$ cat src/credit_pkg.sv
// shared apb types, credit register map, apb slave phase enum, queue address width helper
package credit_pkg;

  // ------------------------------------------------------------------
  // apb bus types
  // ------------------------------------------------------------------

  // byte address seen on paddr
  typedef logic [11:0] apb_addr_t;

  // data word on pwdata and prdata
  // credit counts are zero-extended into it
  typedef logic [31:0] apb_data_t;

  // apb slave state machine
  // idle covers setup and write access cycles
  // read_wait is the cycle that presents ram read data with pready
  typedef enum logic [0:0] {
    phase_idle      = 1'b0,
    phase_read_wait = 1'b1
  } apb_phase_t;

  // ------------------------------------------------------------------
  // register map
  // ------------------------------------------------------------------

  // queue 0 register, queue i lives at base + 4*i
  localparam apb_addr_t CREDIT_REG_BASE = 12'h000;

  // ------------------------------------------------------------------
  // helpers
  // ------------------------------------------------------------------

  // bits needed to index count entries, never less than one
  function automatic int queue_addr_width(input int count);
    int bits;
    bits = 1;
    // grow until count-1 fits
    while (((count - 1) >> bits) > 0) begin
      bits++;
    end
    return bits;
  endfunction

endpackage

$ cat src/credit_ram.sv
// flop-based credit ram with two write ports, one registered read port and reset load
`timescale 1ns/100ps

module credit_ram #(
  parameter int NUM_QUEUES   = 8,
  parameter int CREDIT_WIDTH = 8,
  parameter int INIT_CREDIT  = 4
) (
  input  logic                                                clk,
  input  logic                                                rst_n,
  // write port 1, apb side
  input  logic                                                we,
  input  logic [credit_pkg::queue_addr_width(NUM_QUEUES)-1:0] waddr,
  input  logic [CREDIT_WIDTH-1:0]                             wdata,
  // write port 2, grant writeback side
  input  logic                                                we2,
  input  logic [credit_pkg::queue_addr_width(NUM_QUEUES)-1:0] waddr2,
  input  logic [CREDIT_WIDTH-1:0]                             wdata2,
  // shared read port
  input  logic                                                re,
  input  logic [credit_pkg::queue_addr_width(NUM_QUEUES)-1:0] raddr,
  output logic [CREDIT_WIDTH-1:0]                             rdata
);

  // one credit count per queue
  logic [CREDIT_WIDTH-1:0] mem [NUM_QUEUES];

  // ------------------------------------------------------------------
  // storage
  // ------------------------------------------------------------------

  // every entry comes out of reset holding the initial credit
  // port 2 is applied last so it wins on an address collision
  always_ff @(posedge clk or negedge rst_n) begin
    if (!rst_n) begin
      for (int i = 0; i < NUM_QUEUES; i++) begin
        mem[i] <= CREDIT_WIDTH'(INIT_CREDIT);
      end
    end else begin
      if (we) begin
        mem[waddr] <= wdata;
      end
      if (we2) begin
        mem[waddr2] <= wdata2;
      end
    end
  end

  // ------------------------------------------------------------------
  // read port
  // ------------------------------------------------------------------

  // data shows up one cycle after re
  // sees the array before this cycle's writes
  // zero when no read was issued
  always_ff @(posedge clk or negedge rst_n) begin
    if (!rst_n) begin
      rdata <= '0;
    end else if (re) begin
      rdata <= mem[raddr];
    end else begin
      rdata <= '0;
    end
  end

  // ------------------------------------------------------------------
  // checks
  // ------------------------------------------------------------------

  // both writers decode their own addresses, so keep them inside the array
  a_waddr_range: assert property (@(posedge clk) disable iff (!rst_n)
    we |-> (int'(waddr) < NUM_QUEUES));
  a_waddr2_range: assert property (@(posedge clk) disable iff (!rst_n)
    we2 |-> (int'(waddr2) < NUM_QUEUES));

  // the read mux in the top level must not hand over a stray index
  a_raddr_range: assert property (@(posedge clk) disable iff (!rst_n)
    re |-> (int'(raddr) < NUM_QUEUES));

endmodule

$ cat src/credit_apb_regs.sv
// apb slave mapping one credit register per queue onto ram write port 1 and the read port
`timescale 1ns/100ps

module credit_apb_regs #(
  parameter int NUM_QUEUES   = 8,
  parameter int CREDIT_WIDTH = 8
) (
  input  logic                                                clk,
  input  logic                                                rst_n,
  // apb slave
  input  logic                                                psel,
  input  logic                                                penable,
  input  logic                                                pwrite,
  input  credit_pkg::apb_addr_t                               paddr,
  input  credit_pkg::apb_data_t                               pwdata,
  output credit_pkg::apb_data_t                               prdata,
  output logic                                                pready,
  // grant traffic owns the read port whenever a request is present
  input  logic                                                req_valid,
  // ram write port 1
  output logic                                                ram_we,
  output logic [credit_pkg::queue_addr_width(NUM_QUEUES)-1:0] ram_waddr,
  output logic [CREDIT_WIDTH-1:0]                             ram_wdata,
  // ram read port, low priority
  output logic                                                ram_re,
  output logic [credit_pkg::queue_addr_width(NUM_QUEUES)-1:0] ram_raddr,
  input  logic [CREDIT_WIDTH-1:0]                             ram_rdata
);

  import credit_pkg::*;

  localparam int QAW = queue_addr_width(NUM_QUEUES);

  apb_phase_t      state;
  apb_phase_t      state_nxt;
  apb_addr_t       offset;
  logic [QAW-1:0]  queue_idx;
  logic            access;
  logic            rd_issue;

  // ------------------------------------------------------------------
  // address decode
  // ------------------------------------------------------------------

  // registers are word spaced from the base
  // bits above the queue index are dropped
  assign offset    = paddr - CREDIT_REG_BASE;
  assign queue_idx = offset[2 +: QAW];

  // second and later cycles of a transfer
  assign access = psel && penable;

  // ------------------------------------------------------------------
  // state machine
  // ------------------------------------------------------------------

  // a read may only start in a cycle the grant pipeline leaves free
  assign rd_issue = (state == phase_idle) && access && !pwrite && !req_valid;

  always_comb begin
    state_nxt = state;
    case (state)
      phase_idle: begin
        if (rd_issue) begin
          state_nxt = phase_read_wait;
        end
      end
      phase_read_wait: begin
        // data is on ram_rdata now, transfer completes this cycle
        state_nxt = phase_idle;
      end
      default: begin
        state_nxt = phase_idle;
      end
    endcase
  end

  always_ff @(posedge clk or negedge rst_n) begin
    if (!rst_n) begin
      state <= phase_idle;
    end else begin
      state <= state_nxt;
    end
  end

  // ------------------------------------------------------------------
  // ram side
  // ------------------------------------------------------------------

  // writes finish in the first access cycle
  // the ram takes them on the completing edge
  assign ram_we    = (state == phase_idle) && access && pwrite;
  assign ram_waddr = queue_idx;
  assign ram_wdata = pwdata[CREDIT_WIDTH-1:0];

  // single-cycle read request
  assign ram_re    = rd_issue;
  assign ram_raddr = queue_idx;

  // ------------------------------------------------------------------
  // apb response
  // ------------------------------------------------------------------

  // write: ready at once
  // read: ready in the cycle after the ram read
  assign pready = (ram_we) || (state == phase_read_wait);

  // zero-extended count, quiet outside the read data phase
  assign prdata = (state == phase_read_wait) ? apb_data_t'(ram_rdata) : '0;

  // ------------------------------------------------------------------
  // checks
  // ------------------------------------------------------------------

  // the master keeps psel and penable up until ready, so no early ready
  a_pready_in_access: assert property (@(posedge clk) disable iff (!rst_n)
    $rose(pready) |-> access);

  // the grant unit holds the read port while req_valid is high
  a_re_vs_req: assert property (@(posedge clk) disable iff (!rst_n)
    !(ram_re && req_valid));

endmodule

$ cat src/credit_grant.sv
// grant pipeline with stage 0 read issue, stage 1 forwarding and decision, decrement writeback and response
`timescale 1ns/100ps

module credit_grant #(
  parameter int NUM_QUEUES   = 8,
  parameter int CREDIT_WIDTH = 8
) (
  input  logic                                                clk,
  input  logic                                                rst_n,
  // request stream accepted every cycle
  input  logic                                                req_valid,
  input  logic [credit_pkg::queue_addr_width(NUM_QUEUES)-1:0] req_queue,
  // ram read port with priority over apb reads
  output logic                                                ram_re,
  output logic [credit_pkg::queue_addr_width(NUM_QUEUES)-1:0] ram_raddr,
  input  logic [CREDIT_WIDTH-1:0]                             ram_rdata,
  // copy of ram write port 1
  input  logic                                                snoop_we,
  input  logic [credit_pkg::queue_addr_width(NUM_QUEUES)-1:0] snoop_waddr,
  input  logic [CREDIT_WIDTH-1:0]                             snoop_wdata,
  // ram write port 2
  output logic                                                ram_we2,
  output logic [credit_pkg::queue_addr_width(NUM_QUEUES)-1:0] ram_waddr2,
  output logic [CREDIT_WIDTH-1:0]                             ram_wdata2,
  // response two edges after the request is sampled
  output logic                                                resp_valid,
  output logic [credit_pkg::queue_addr_width(NUM_QUEUES)-1:0] resp_queue,
  output logic                                                resp_grant
);

  import credit_pkg::*;

  localparam int QAW = queue_addr_width(NUM_QUEUES);

  // stage 1 request
  logic                    s1_valid;
  logic [QAW-1:0]          s1_queue;
  logic [CREDIT_WIDTH-1:0] s1_count;
  logic                    s1_grant;

  // decision on its way to the response register
  logic                    s2_valid;
  logic [QAW-1:0]          s2_queue;
  logic                    s2_grant;

  // writes made during the stage 0 cycle, which the ram read missed
  logic                    wb_valid_q;
  logic [QAW-1:0]          wb_queue_q;
  logic [CREDIT_WIDTH-1:0] wb_data_q;
  logic                    snoop_valid_q;
  logic [QAW-1:0]          snoop_queue_q;
  logic [CREDIT_WIDTH-1:0] snoop_data_q;

  // ------------------------------------------------------------------
  // stage 0 read issue
  // ------------------------------------------------------------------

  assign ram_re    = req_valid;
  assign ram_raddr = req_queue;

  // valid bits
  always_ff @(posedge clk or negedge rst_n) begin
    if (!rst_n) begin
      s1_valid      <= 1'b0;
      s2_valid      <= 1'b0;
      wb_valid_q    <= 1'b0;
      snoop_valid_q <= 1'b0;
      resp_valid    <= 1'b0;
    end else begin
      s1_valid      <= req_valid;
      s2_valid      <= s1_valid;
      wb_valid_q    <= ram_we2;
      snoop_valid_q <= snoop_we;
      resp_valid    <= s2_valid;
    end
  end

  // payload qualified by the valid bits above
  always_ff @(posedge clk) begin
    s1_queue      <= req_queue;
    s2_queue      <= s1_queue;
    s2_grant      <= s1_grant;
    wb_queue_q    <= ram_waddr2;
    wb_data_q     <= ram_wdata2;
    snoop_queue_q <= snoop_waddr;
    snoop_data_q  <= snoop_wdata;
    resp_queue    <= s2_queue;
    resp_grant    <= s2_grant;
  end

  // ------------------------------------------------------------------
  // stage 1 forwarding, decision and writeback
  // ------------------------------------------------------------------

  // own writeback beats an apb write to the same queue just as port 2 wins in the ram
  always_comb begin
    if (wb_valid_q && (wb_queue_q == s1_queue)) begin
      s1_count = wb_data_q;
    end else if (snoop_valid_q && (snoop_queue_q == s1_queue)) begin
      s1_count = snoop_data_q;
    end else begin
      s1_count = ram_rdata;
    end
  end

  // any credit left grants while an empty queue is denied and left untouched
  assign s1_grant = s1_valid && (s1_count != '0);

  assign ram_we2    = s1_grant;
  assign ram_waddr2 = s1_queue;
  assign ram_wdata2 = s1_count - 1'b1;

  // ------------------------------------------------------------------
  // checks
  // ------------------------------------------------------------------

  // a writeback is one below the forwarded count without wrapping
  a_no_wrap: assert property (@(posedge clk) disable iff (!rst_n)
    ram_we2 |-> (({1'b0, ram_wdata2} + 1'b1) == {1'b0, s1_count}));

endmodule

$ cat src/credit_top.sv
// credit table top level: apb slave, credit ram and grant pipeline
`timescale 1ns/100ps

module credit_top #(
  parameter int NUM_QUEUES   = 8,
  parameter int CREDIT_WIDTH = 8,
  parameter int INIT_CREDIT  = 4
) (
  input  logic                                                clk,
  input  logic                                                rst_n,
  // apb slave
  input  logic                                                psel,
  input  logic                                                penable,
  input  logic                                                pwrite,
  input  credit_pkg::apb_addr_t                               paddr,
  input  credit_pkg::apb_data_t                               pwdata,
  output credit_pkg::apb_data_t                               prdata,
  output logic                                                pready,
  // requests
  input  logic                                                req_valid,
  input  logic [credit_pkg::queue_addr_width(NUM_QUEUES)-1:0] req_queue,
  // responses
  output logic                                                resp_valid,
  output logic [credit_pkg::queue_addr_width(NUM_QUEUES)-1:0] resp_queue,
  output logic                                                resp_grant
);

  import credit_pkg::*;

  localparam int QAW = queue_addr_width(NUM_QUEUES);

  // write port 1, also snooped by the grant unit
  logic                    ram_we;
  logic [QAW-1:0]          ram_waddr;
  logic [CREDIT_WIDTH-1:0] ram_wdata;
  // write port 2
  logic                    ram_we2;
  logic [QAW-1:0]          ram_waddr2;
  logic [CREDIT_WIDTH-1:0] ram_wdata2;
  // read requests from both sides
  logic                    apb_re;
  logic [QAW-1:0]          apb_raddr;
  logic                    grant_re;
  logic [QAW-1:0]          grant_raddr;
  // shared read port
  logic                    ram_re;
  logic [QAW-1:0]          ram_raddr;
  logic [CREDIT_WIDTH-1:0] ram_rdata;

  // ------------------------------------------------------------------
  // read port sharing
  // ------------------------------------------------------------------

  // the apb side only asks when req_valid is low, so grant simply wins
  assign ram_re    = grant_re | apb_re;
  assign ram_raddr = grant_re ? grant_raddr : apb_raddr;

  // ------------------------------------------------------------------
  // blocks
  // ------------------------------------------------------------------

  credit_apb_regs #(
    .NUM_QUEUES   (NUM_QUEUES),
    .CREDIT_WIDTH (CREDIT_WIDTH)
  ) i_apb_regs (
    .clk       (clk),
    .rst_n     (rst_n),
    .psel      (psel),
    .penable   (penable),
    .pwrite    (pwrite),
    .paddr     (paddr),
    .pwdata    (pwdata),
    .prdata    (prdata),
    .pready    (pready),
    .req_valid (req_valid),
    .ram_we    (ram_we),
    .ram_waddr (ram_waddr),
    .ram_wdata (ram_wdata),
    .ram_re    (apb_re),
    .ram_raddr (apb_raddr),
    .ram_rdata (ram_rdata)
  );

  credit_ram #(
    .NUM_QUEUES   (NUM_QUEUES),
    .CREDIT_WIDTH (CREDIT_WIDTH),
    .INIT_CREDIT  (INIT_CREDIT)
  ) i_ram (
    .clk    (clk),
    .rst_n  (rst_n),
    .we     (ram_we),
    .waddr  (ram_waddr),
    .wdata  (ram_wdata),
    .we2    (ram_we2),
    .waddr2 (ram_waddr2),
    .wdata2 (ram_wdata2),
    .re     (ram_re),
    .raddr  (ram_raddr),
    .rdata  (ram_rdata)
  );

  credit_grant #(
    .NUM_QUEUES   (NUM_QUEUES),
    .CREDIT_WIDTH (CREDIT_WIDTH)
  ) i_grant (
    .clk         (clk),
    .rst_n       (rst_n),
    .req_valid   (req_valid),
    .req_queue   (req_queue),
    .ram_re      (grant_re),
    .ram_raddr   (grant_raddr),
    .ram_rdata   (ram_rdata),
    .snoop_we    (ram_we),
    .snoop_waddr (ram_waddr),
    .snoop_wdata (ram_wdata),
    .ram_we2     (ram_we2),
    .ram_waddr2  (ram_waddr2),
    .ram_wdata2  (ram_wdata2),
    .resp_valid  (resp_valid),
    .resp_queue  (resp_queue),
    .resp_grant  (resp_grant)
  );

endmodule

$ cat config.mk
export PLATFORM = sky130hd
export DESIGN_NAME = credit_top
export DESIGN_NICKNAME = d
export VERILOG_FILES = /design/src/credit_pkg.sv /design/src/credit_ram.sv /design/src/credit_apb_regs.sv /design/src/credit_grant.sv /design/src/credit_top.sv
export SDC_FILE = /design/constraint.sdc
export NUM_CORES = 1
export LEC_CHECK = 0
export BUFFER_PORTS_ARGS = -buffer_cell sky130_fd_sc_hd__buf_4
export CORE_MARGIN = 1.5
export CORE_UTILIZATION = 50
export CTS_CLUSTER_SIZE = 10
export DETAILED_ROUTE_END_ITERATION = 8
export PLACE_DENSITY = 0.8
export SLEW_MARGIN = 15
export SYNTH_ARGS = -nofsm -noshare
export SYNTH_HDL_FRONTEND = slang
export SYNTH_HIERARCHICAL = 1
export SYNTH_SLANG_ARGS = --single-unit
$ cat constraint.sdc
create_clock -name clk -period 3.6 [get_ports clk]
set_clock_uncertainty 0.1 [all_clocks]
set_input_delay 0.18 -clock clk [delete_from_list [all_inputs] [get_ports clk]]
set_output_delay 0.18 -clock clk [all_outputs]
set_load 0.02 [all_outputs]
* Word-level counts from Yosys, hierarchy flattened
Cells that the tools add are included.
** Storage, ports and cells
- Register bits :: 108
- Latch bits :: 0
- Memory bits (writable) :: 0
- Memory bits (read-only) :: 0
- Input bits :: 53
- Output and inout port bits :: 38
- Memories :: 0
** Operators by class
- $add $sub $neg :: 1
- Multipliers :: 0
- Div/mod/pow operators :: 0
- $lt $le $gt $ge :: 5
- Equality and inequality tests :: 2
- Shift operators :: 0
- Mux-type cells :: 18
- Bitwise gates (word level) :: 5
- Reductions and logical operators :: 14
** Operators by type and width (count)
- 64-bit bitwise mux :: 2
- 64-bit 2-to-1 mux :: 2
- 8-bit 2-to-1 mux :: 8
- 8-bit demux with 3-bit select :: 2
- 8-bit binary-select mux with 3-bit select :: 1
- 4-bit >= comparator (second input constant) :: 3
- 3-bit inverter with 4-bit output :: 3
- 1-bit logical AND :: 10
- 4-bit by 1-bit less-than comparator with 1-bit output (second input constant) :: 2
- 8-bit nonzero test :: 1
- 8-bit by 1-bit subtractor with 8-bit output (second input constant) :: 1
- 3-bit == test :: 2
- 3-bit 2-to-1 mux :: 1
- 1-bit zero test :: 2
- 1-bit one-hot mux with 2 select lines :: 1
- 1-bit logical OR :: 1
- 1-bit 2-to-1 mux :: 1
- 1-bit inverter :: 1
- 1-bit OR :: 1

* Longest topological paths before layout
Gate-level depths: netlist (run 1).
- Word-level depth :: 9
- Mapped depth :: 13

* Modules after synthesis
Netlist (run 1), hierarchy kept.
** Modules (own cells, without submodules)
- credit_ram :: instances 1, cells each 353, area each 3913.8 µm², seq. area each 1811.7 µm²
- credit_grant :: instances 1, cells each 102, area each 1231.2 µm², seq. area each 725.7 µm²
- credit_apb_regs :: instances 1, cells each 54, area each 412.9 µm², seq. area each 25.0 µm²
- credit_top :: instances 1, cells each 4, area each 40.0 µm², seq. area each 0.0 µm²

* Worst setup path before layout (run 1)
No wires, ideal clock.
- Kind :: reg2reg
- Start point :: register i_grant.s1_queue[2] (netlist: i_grant/ram_waddr2[2])
- End point :: register i_ram/mem[22] in the netlist's numbering
- Setup time :: 0.077 ns
- Arrival time :: 2.841 ns
- Data required time :: 3.423 ns
- Slack :: 0.581 ns
- Cell stages (with the launch flop) :: 13
- Path buffers :: 3
- Period minus slack after synthesis :: 3.019 ns
- Cell sequence :: dfxtp_1 > xor2_1 > or4_1 > buf_6 > mux2_4 > mux2i_4 > nand2_1 > o31a_1 > buf_2 > nand4b_1 > clkbuf_1 > nor2_1 > a21oi_1
** Between the ends
- Longest elaborated chain between the ends :: 7
- Elaborated cells between the ends (all ways) :: 17
** Ends and longest elaborated chain
- start, declared :: line credit_grant.sv:37 : logic [QAW-1:0] s1_queue;
- start signal, assigned :: line credit_grant.sv:80 : s1_queue <= req_queue;
- 3-bit == test :: line credit_grant.sv:99 : end else if (snoop_valid_q && (snoop_queue_q == s1_queue)) begin
- 1-bit logical AND :: line credit_grant.sv:99
- 8-bit 2-to-1 mux :: line credit_grant.sv:99
- 8-bit 2-to-1 mux (*) :: line credit_grant.sv:97 : if (wb_valid_q && (wb_queue_q == s1_queue)) begin
- 8-bit nonzero test (*) :: line credit_grant.sv:107 : assign s1_grant = s1_valid && (s1_count != '0);
- 1-bit logical AND (*) :: line credit_grant.sv:107
- via ram_we2 :: line credit_top.sv:37 : logic ram_we2;
- 64-bit 2-to-1 mux (*) :: line credit_ram.sv:43 : if (we2) begin
- end signal, assigned by index :: line credit_ram.sv:37 : mem[i] <= CREDIT_WIDTH'(INIT_CREDIT);
- end signal, assigned by index :: line credit_ram.sv:41 : mem[waddr] <= wdata;
- end signal, assigned by index :: line credit_ram.sv:44 : mem[waddr2] <= wdata2;
- end, declared :: line credit_ram.sv:26 : logic [CREDIT_WIDTH-1:0] mem [NUM_QUEUES];
The timed path passes the listed nets; every way through them passes the cells marked *.

* Worst setup path after layout (run 1)
- Start point :: register i_grant.s1_queue[1] (netlist: i_grant/ram_waddr2[1])
- End point :: register i_ram/mem[2] in the netlist's numbering
Same word-level chain as after synthesis.

==> results_dict.tcl, run 1 <==
set metrics [dict create \
    worst_r2r_endpoint "i_ram/mem[2]" \
    grt_max_degree 79 \
    arrival_ns 3.63 \
    htreeDepth 3 \
    root_buffer "clkbuf_8" \
    synth.distinct_cells 45 \
    ir_drop_uv 371 \
    avgRoutedWirePerCell_um 18.5 \
    rows 38 \
    fin_ws_ns 0.172 \
    synth_edf_count 0 \
    synth_ff_type "dfrtp_1" \
    start_kind "flip-flop" \
    tns_ns 0 \
    holdPathEnd "i_grant/snoop_valid_q" \
    hold_viol_final 0 \
    critPathKind "reg -> reg" \
    drive_gt1_frac 0.201 \
    num_vias 3854 \
    avgSynthCellArea_um2 10.9 \
    finalNetCount 588 \
    yosysSeqAreaShare 0.458 \
    whs_ns 0.0829 \
    min_from "penable" \
    leakagePower_uw 0.00274 \
    worstRegToRegCells 12 \
    maxCapViolations 0 \
    routed_wl_um 12600 \
    finalSetupViolCount 0 \
    synth_area_um2 5600 \
    antenna_found_initial 0 \
    final_area_um2 6100 \
    fillers 874 \
    core_area_um2 10900 \
    cts_max_path_buffers 2 \
    ios 91 \
    die_x_um 109 \
    synth-seq-cells 108 \
    gp_congestion 0.823 \
    async_flop_share 0.722 \
    grt_overflow_total 0 \
    worstPathMaxFanout 16 \
    final_util 0.560 \
    syn_inst 513 \
    syn2layout_area_growth_pct 8.94 \
    crit_required_ns 3.80 \
    drt-initial-drc-count 250 \
    slew_violations 0 \
    dpl_cell_area_um2 5700 \
    finalCritPeriodShare 0.952 \
    dp_slack_ns 0.0686 \
    clock_sinks 108 \
    dp_hpwl_um 7990 \
    grtUsageTotal 0.221 \
    fp.dieArea_um2 11800 \
    numPortBuffers 33 \
    slew_headroom 0.320 \
    path_clk_slew_ns 0.12 \
    grt_pass1_wl_um 19400 \
    holdCritPathClass "in -> reg" \
    power_density_nw_per_um2 651 \
    endpoint_kind "flip-flop" \
    clock_latency_ns 0.38 \
    rr_startpoint "i_grant/ram_waddr2[1]" \
    max_freq_ghz 0.292 \
    r2r_slack_ns 0.17 \
    cts_tree "built" \
    worst_pin_slew_ns 1.02 \
    outcome "complete, no violations" \
    fin_crit_ns 3.43 \
    die_h_um 109 \
    grt_pass1_vias 3744 \
    ys_warn_count 6 \
    diodes 0 \
    hold_path_depth 3 \
    start_util 0.514 \
    dr.pass1.iters 5 \
    rsz0062_at_grt "false" \
    drc_errors 0 \
    cts-buffers-inserted 9 \
    drt.antenna.violating_nets 0 \
    via_per_inst 5.68 \
]
==> cell type report <==
cell class | instances | area [um^2] | share of cell area
clock buffer | 9 | 124 | 0.0203
clock inverter | 7 | 63.8 | 0.0105
inverter | 8 | 30.0 | 0.00492
multi-input combinational | 335 | 2550 | 0.419
sequential | 108 | 2560 | 0.420
tap | 140 | 175 | 0.0287
timing repair buffer | 71 | 591 | 0.0968
==> layer usage <==
metal	share of wire	track usage	routed length [um]
met5	0	0	0
met4	0.029	0.104	370
met3	0.058	0.0395	731
met2	0.49	0.357	6180
met1	0.42	0.290	5280
==> what timing repair did <==
action	in CTS	in global routing
endpoints found under the hold margin	86	0
endpoints found under the setup margin	0	17
gates resized for setup	0	2
hold buffers	18	0
buffers inserted	0	1
==> how the worst max path moves through the flow <==
stage,slack (ns),startpoint,to
2_1_floorplan,0.58,i_grant/ram_waddr2[2],i_ram/mem[22]
3_3_place_gp,0.16,i_grant/ram_waddr2[1],i_ram/mem[63]
3_5_place_dp,0.07,i_grant/ram_waddr2[1],i_ram/mem[56]
4_1_cts,0.05,i_grant/ram_waddr2[1],i_ram/mem[56]
5_1_grt,0.007,i_grant/ram_waddr2[1],i_ram/mem[5]
6_report,0.17,i_grant/ram_waddr2[1],i_ram/mem[2]
==> sequential cells by signal (all words and copies together) (netlist names), 3 cells and up <==
register / flops
i_ram/rdata: 8
i_grant/wb_data_q: 8
i_grant/snoop_queue_q: 3
i_grant/resp_queue: 3
i_ram/mem: 64
i_grant/wb_queue_q: 3
i_grant/snoop_data_q: 8
i_grant/ram_waddr2: 3
==> cell usage in the layout (no fill, tap or decap), drive strengths merged, types with 6 or more instances in the layout <==
master       count
o21ai           34
clkbuf           9
and4bb           6
nand4b           6
conb            24
dlygate4sd3     18
dfrtp           70
inv             15
nor2            43
mux2i           76
dfxtp           30
xnor2            6
mux4            16
a21oi           33
dfstp            8
buf             53
and2             9
nand2           39
xor2             6
==> kinds of logic after synthesis <==
group                      after synthesis  synth area share
AOI/OAI and AO/OA                       81            0.0811
xor gates and xnor gates                12            0.0188
adders and majority gates                2           0.00447
buffers and inverters                   93             0.104
DFF                                    108             0.458
muxes                                   97             0.220
other                                    1          0.000670
and+or+nand+nor                        119             0.113
==> worst max-delay path: stages, from the launching register on <==
cell and delay (ns):
dfxtp_1 0.59, xor2_1 0.16, or4_1 0.55, buf_4 0.21, mux2_4 0.30, mux2i_4 0.18
nand2_1 0.07, o31a_1 0.41, buf_4 0.19, nand4_1 0.08, buf_4 0.24, nor2_1 0.08
a21oi_1 0.16
==> per-stage QoR <==
| step | cells | power [uW] |
|---|---|---|
| after global routing | 678 | 4200 |
| after global placement | 643 | 3120 |
| after CTS | 677 | 3940 |
| final | 678 | 3970 |
| after detailed placement | 643 | 3210 |
| after floorplan | 536 | 2850 |
==> synthesized netlist by cell type (8+ instances only) <==
cell / count / area [um^2]
o21ai_0: 32 / 160
mux2i_1: 74 / 741
dfrtp_1: 70 / 1750
dfstp_2: 8 / 210
mux4_1: 8 / 210
buf_4: 47 / 353
and2_1: 9 / 56.3
nor2_1: 43 / 161
clkbuf_1: 10 / 37.5
mux4_2: 8 / 180
buf_1: 8 / 30.0
nand2_1: 39 / 146
buf_2: 13 / 65.1
inv_1: 8 / 30.0
dfxtp_1: 30 / 601
a21oi_1: 33 / 165
==> where the power goes <==
part / total (uW) / internal [uW] / leakage [uW] / switching (uW)
Clock: 735 / 273 / 0.000101 / 462
Combinational: 1350 / 627 / 0.00146 / 718
Sequential: 1890 / 1680 / 0.00117 / 213
(Power assumes the default switching activity.)
==> run 2, diff against run 1 <==
CORE_UTILIZATION = 41   (was 50)
PLACE_DENSITY = 0.69   (was 0.8)
==> run 2 against run 1 <==
Non-clock buffer count rose by 4. Power rose by 4.7%. Clock power rose by 29%. Global-route usage fell by 3.4 points. Cell area rose by 2.5%. Die area rose by 21%. Routed wire length rose by 1.1%. Critical path depth fell by 2. Clock-buffer cell count did not move. Critical path type unchanged. Critical endpoint is now i_ram/mem[15]. Largest cell class unchanged.
==> results_dict.tcl, run 2 (same netlist as run 1, synthesis figures left out) <==
set metrics [dict create \
    final_util 0.470 \
    via_per_inst 5.31 \
    cts_max_path_buffers 2 \
    grt_overflow_total 0 \
    grt_max_degree 79 \
    fp.dieArea_um2 14400 \
    clock_latency_ns 0.35 \
    fin_crit_ns 3.31 \
    dr.pass1.iters 5 \
    met1_length_um 5200 \
    grt_pass1_vias 3854 \
    highest_layer "met4" \
    hold_viol_final 0 \
    die_h_um 120 \
    drt-initial-drc-count 293 \
    antenna_found_initial 0 \
    endpoint_kind "flip-flop" \
    crit_chain "xor2_1 -> or4_1 -> buf_4 -> mux2_4 -> mux2i_2 -> buf_4 -> nand4_1 -> xnor2_1 -> nor2_1 -> a21oi_1" \
    holdCritPathClass "in -> reg" \
    cts_tree "built" \
    crit_required_ns 3.77 \
    gp_congestion 0.800 \
    crit_top_cell "buf_4" \
    clock_sinks 108 \
    finalSetupViolCount 0 \
    tns_ns 0 \
    leakagePower_uw 0.00279 \
    slew_violations 0 \
    path_clk_slew_ns 0.07 \
    drive_gt1_frac 0.203 \
    drc_errors 0 \
    fillers 1189 \
    final_common_cell "mux2i_1" \
    largest_reg_flops 64 \
    arrival_ns 3.49 \
    cts-buffers-inserted 9 \
    finalNetCount 592 \
    grt_pass1_wl_um 20400 \
    rows 42 \
    dp_hpwl_um 8350 \
    ios 91 \
    max_freq_ghz 0.302 \
    numPortBuffers 33 \
    met2_length_um 6310 \
    seqCellArea_um2 2560 \
    cts-resized-gates 0 \
    routed_wl_um 12700 \
    worstPathMaxFanout 9 \
    die_x_um 120 \
    diodes 0 \
    avgRoutedWirePerCell_um 17.7 \
    whs_ns 0.126 \
    wl_met3_um 905 \
    place_inst 683 \
    htreeDepth 3 \
    start_kind "flip-flop" \
    multi_input_area_um2 2540 \
    maxCapViolations 0 \
    syn2layout_area_growth_pct 11.7 \
    core_area_um2 13300 \
    start_util 0.421 \
    ir_drop_uv 308 \
    worst_pin_slew_ns 1.01 \
    num_vias 3809 \
    critPathKind "reg -> reg" \
    slew_headroom 0.325 \
    finalCritPeriodShare 0.920 \
    root_buffer "clkbuf_16" \
    drt.antenna.violating_nets 0 \
    slowest_delay_ns 0.74 \
    finalNonFillerCells 718 \
    final_cell_mix "mux2i_1, dfrtp_1, buf_4" \
    crit_slowest_cell "xnor2_1" \
    grtUsageTotal 0.187 \
    largest-register "i_ram/mem" \
    outcome "complete, no violations" \
    power_density_nw_per_um2 665 \
    rsz0062_at_grt "false" \
]
-- run 2: cell types whose count changed in the layout (fill, tap and decap cells not counted), sizes merged --
cell | previous run | this run
buf | 53 | 57
clkinv | 0 | 3
inv | 15 | 12
-- run 2: final cells by class --
class	count	share of cell area
Sequential cell	108	0.410
Multi-Input combinational cell	335	0.406
Timing Repair Buffer	75	0.0993
Clock buffer	9	0.0360
Tap cell	176	0.0352
Clock inverter	7	0.00881
Inverter	8	0.00480
-- run 2: power by group --
group	internal (uW)	leakage (uW)	switching (uW)	total, uW
Combinational	618	0.00147	701	1320
Clock	479	0.000141	468	947
Sequential	1680	0.00117	211	1890
Total	2780	0.00279	1380	4160
-- run 2: timing repair --
item                       4_1_cts  5_1_grt
buffers inserted                 0        1
setup endpoints to repair        0        8
hold buffers                    18        0
hold endpoints to repair        86        0
-- run 2: worst max-delay path: cells and delay by family (launching register included) --
family | cells | cell delay [ns]
AO/OA/AOI/OAI | 1 | 0.15
XOR/XNOR | 2 | 0.87
buffers and inverters | 2 | 0.36
flip-flops | 1 | 0.45
multiplexers | 2 | 0.48
AND/OR/NAND/NOR | 3 | 0.83
-- run 2: per-stage QoR --
stage	total power, uW	setup slack [ns]	area (um^2)
final	4160	0.288	6250
after global routing	4410	0.0473	6250
after CTS	4160	0.0465	6230
after detailed placement	3200	0.0747	5770
after global placement	3110	0.195	5770
after floorplan	2850	0.581	5680
-- run 2: routing by layer --
metal	vias to the layer above	GRT usage
li1	1776	-
met1	1858	0.233
met2	150	0.316
met3	25	0.0442
met4	0	0.0707
met5	-	0
-- run 2: final timing paths --
path / startpoint / endpoint / slack, ns / depth (start not counted)
hold / removal: penable / i_grant/snoop_valid_q / 0.13 / 3
setup reg to reg: i_grant/ram_waddr2[2] / i_ram/mem[15] / 0.29 / 10
hold reg to reg: i_grant/s2_grant / i_grant/resp_grant / 0.24 / 0
max in group asynchronous: rst_n / i_ram/mem[23] / 2.31 / 2
setup / recovery: i_grant/ram_waddr2[2] / i_ram/mem[15] / 0.29 / 10
min in group asynchronous: rst_n / i_apb_regs/state / 0.42 / 2
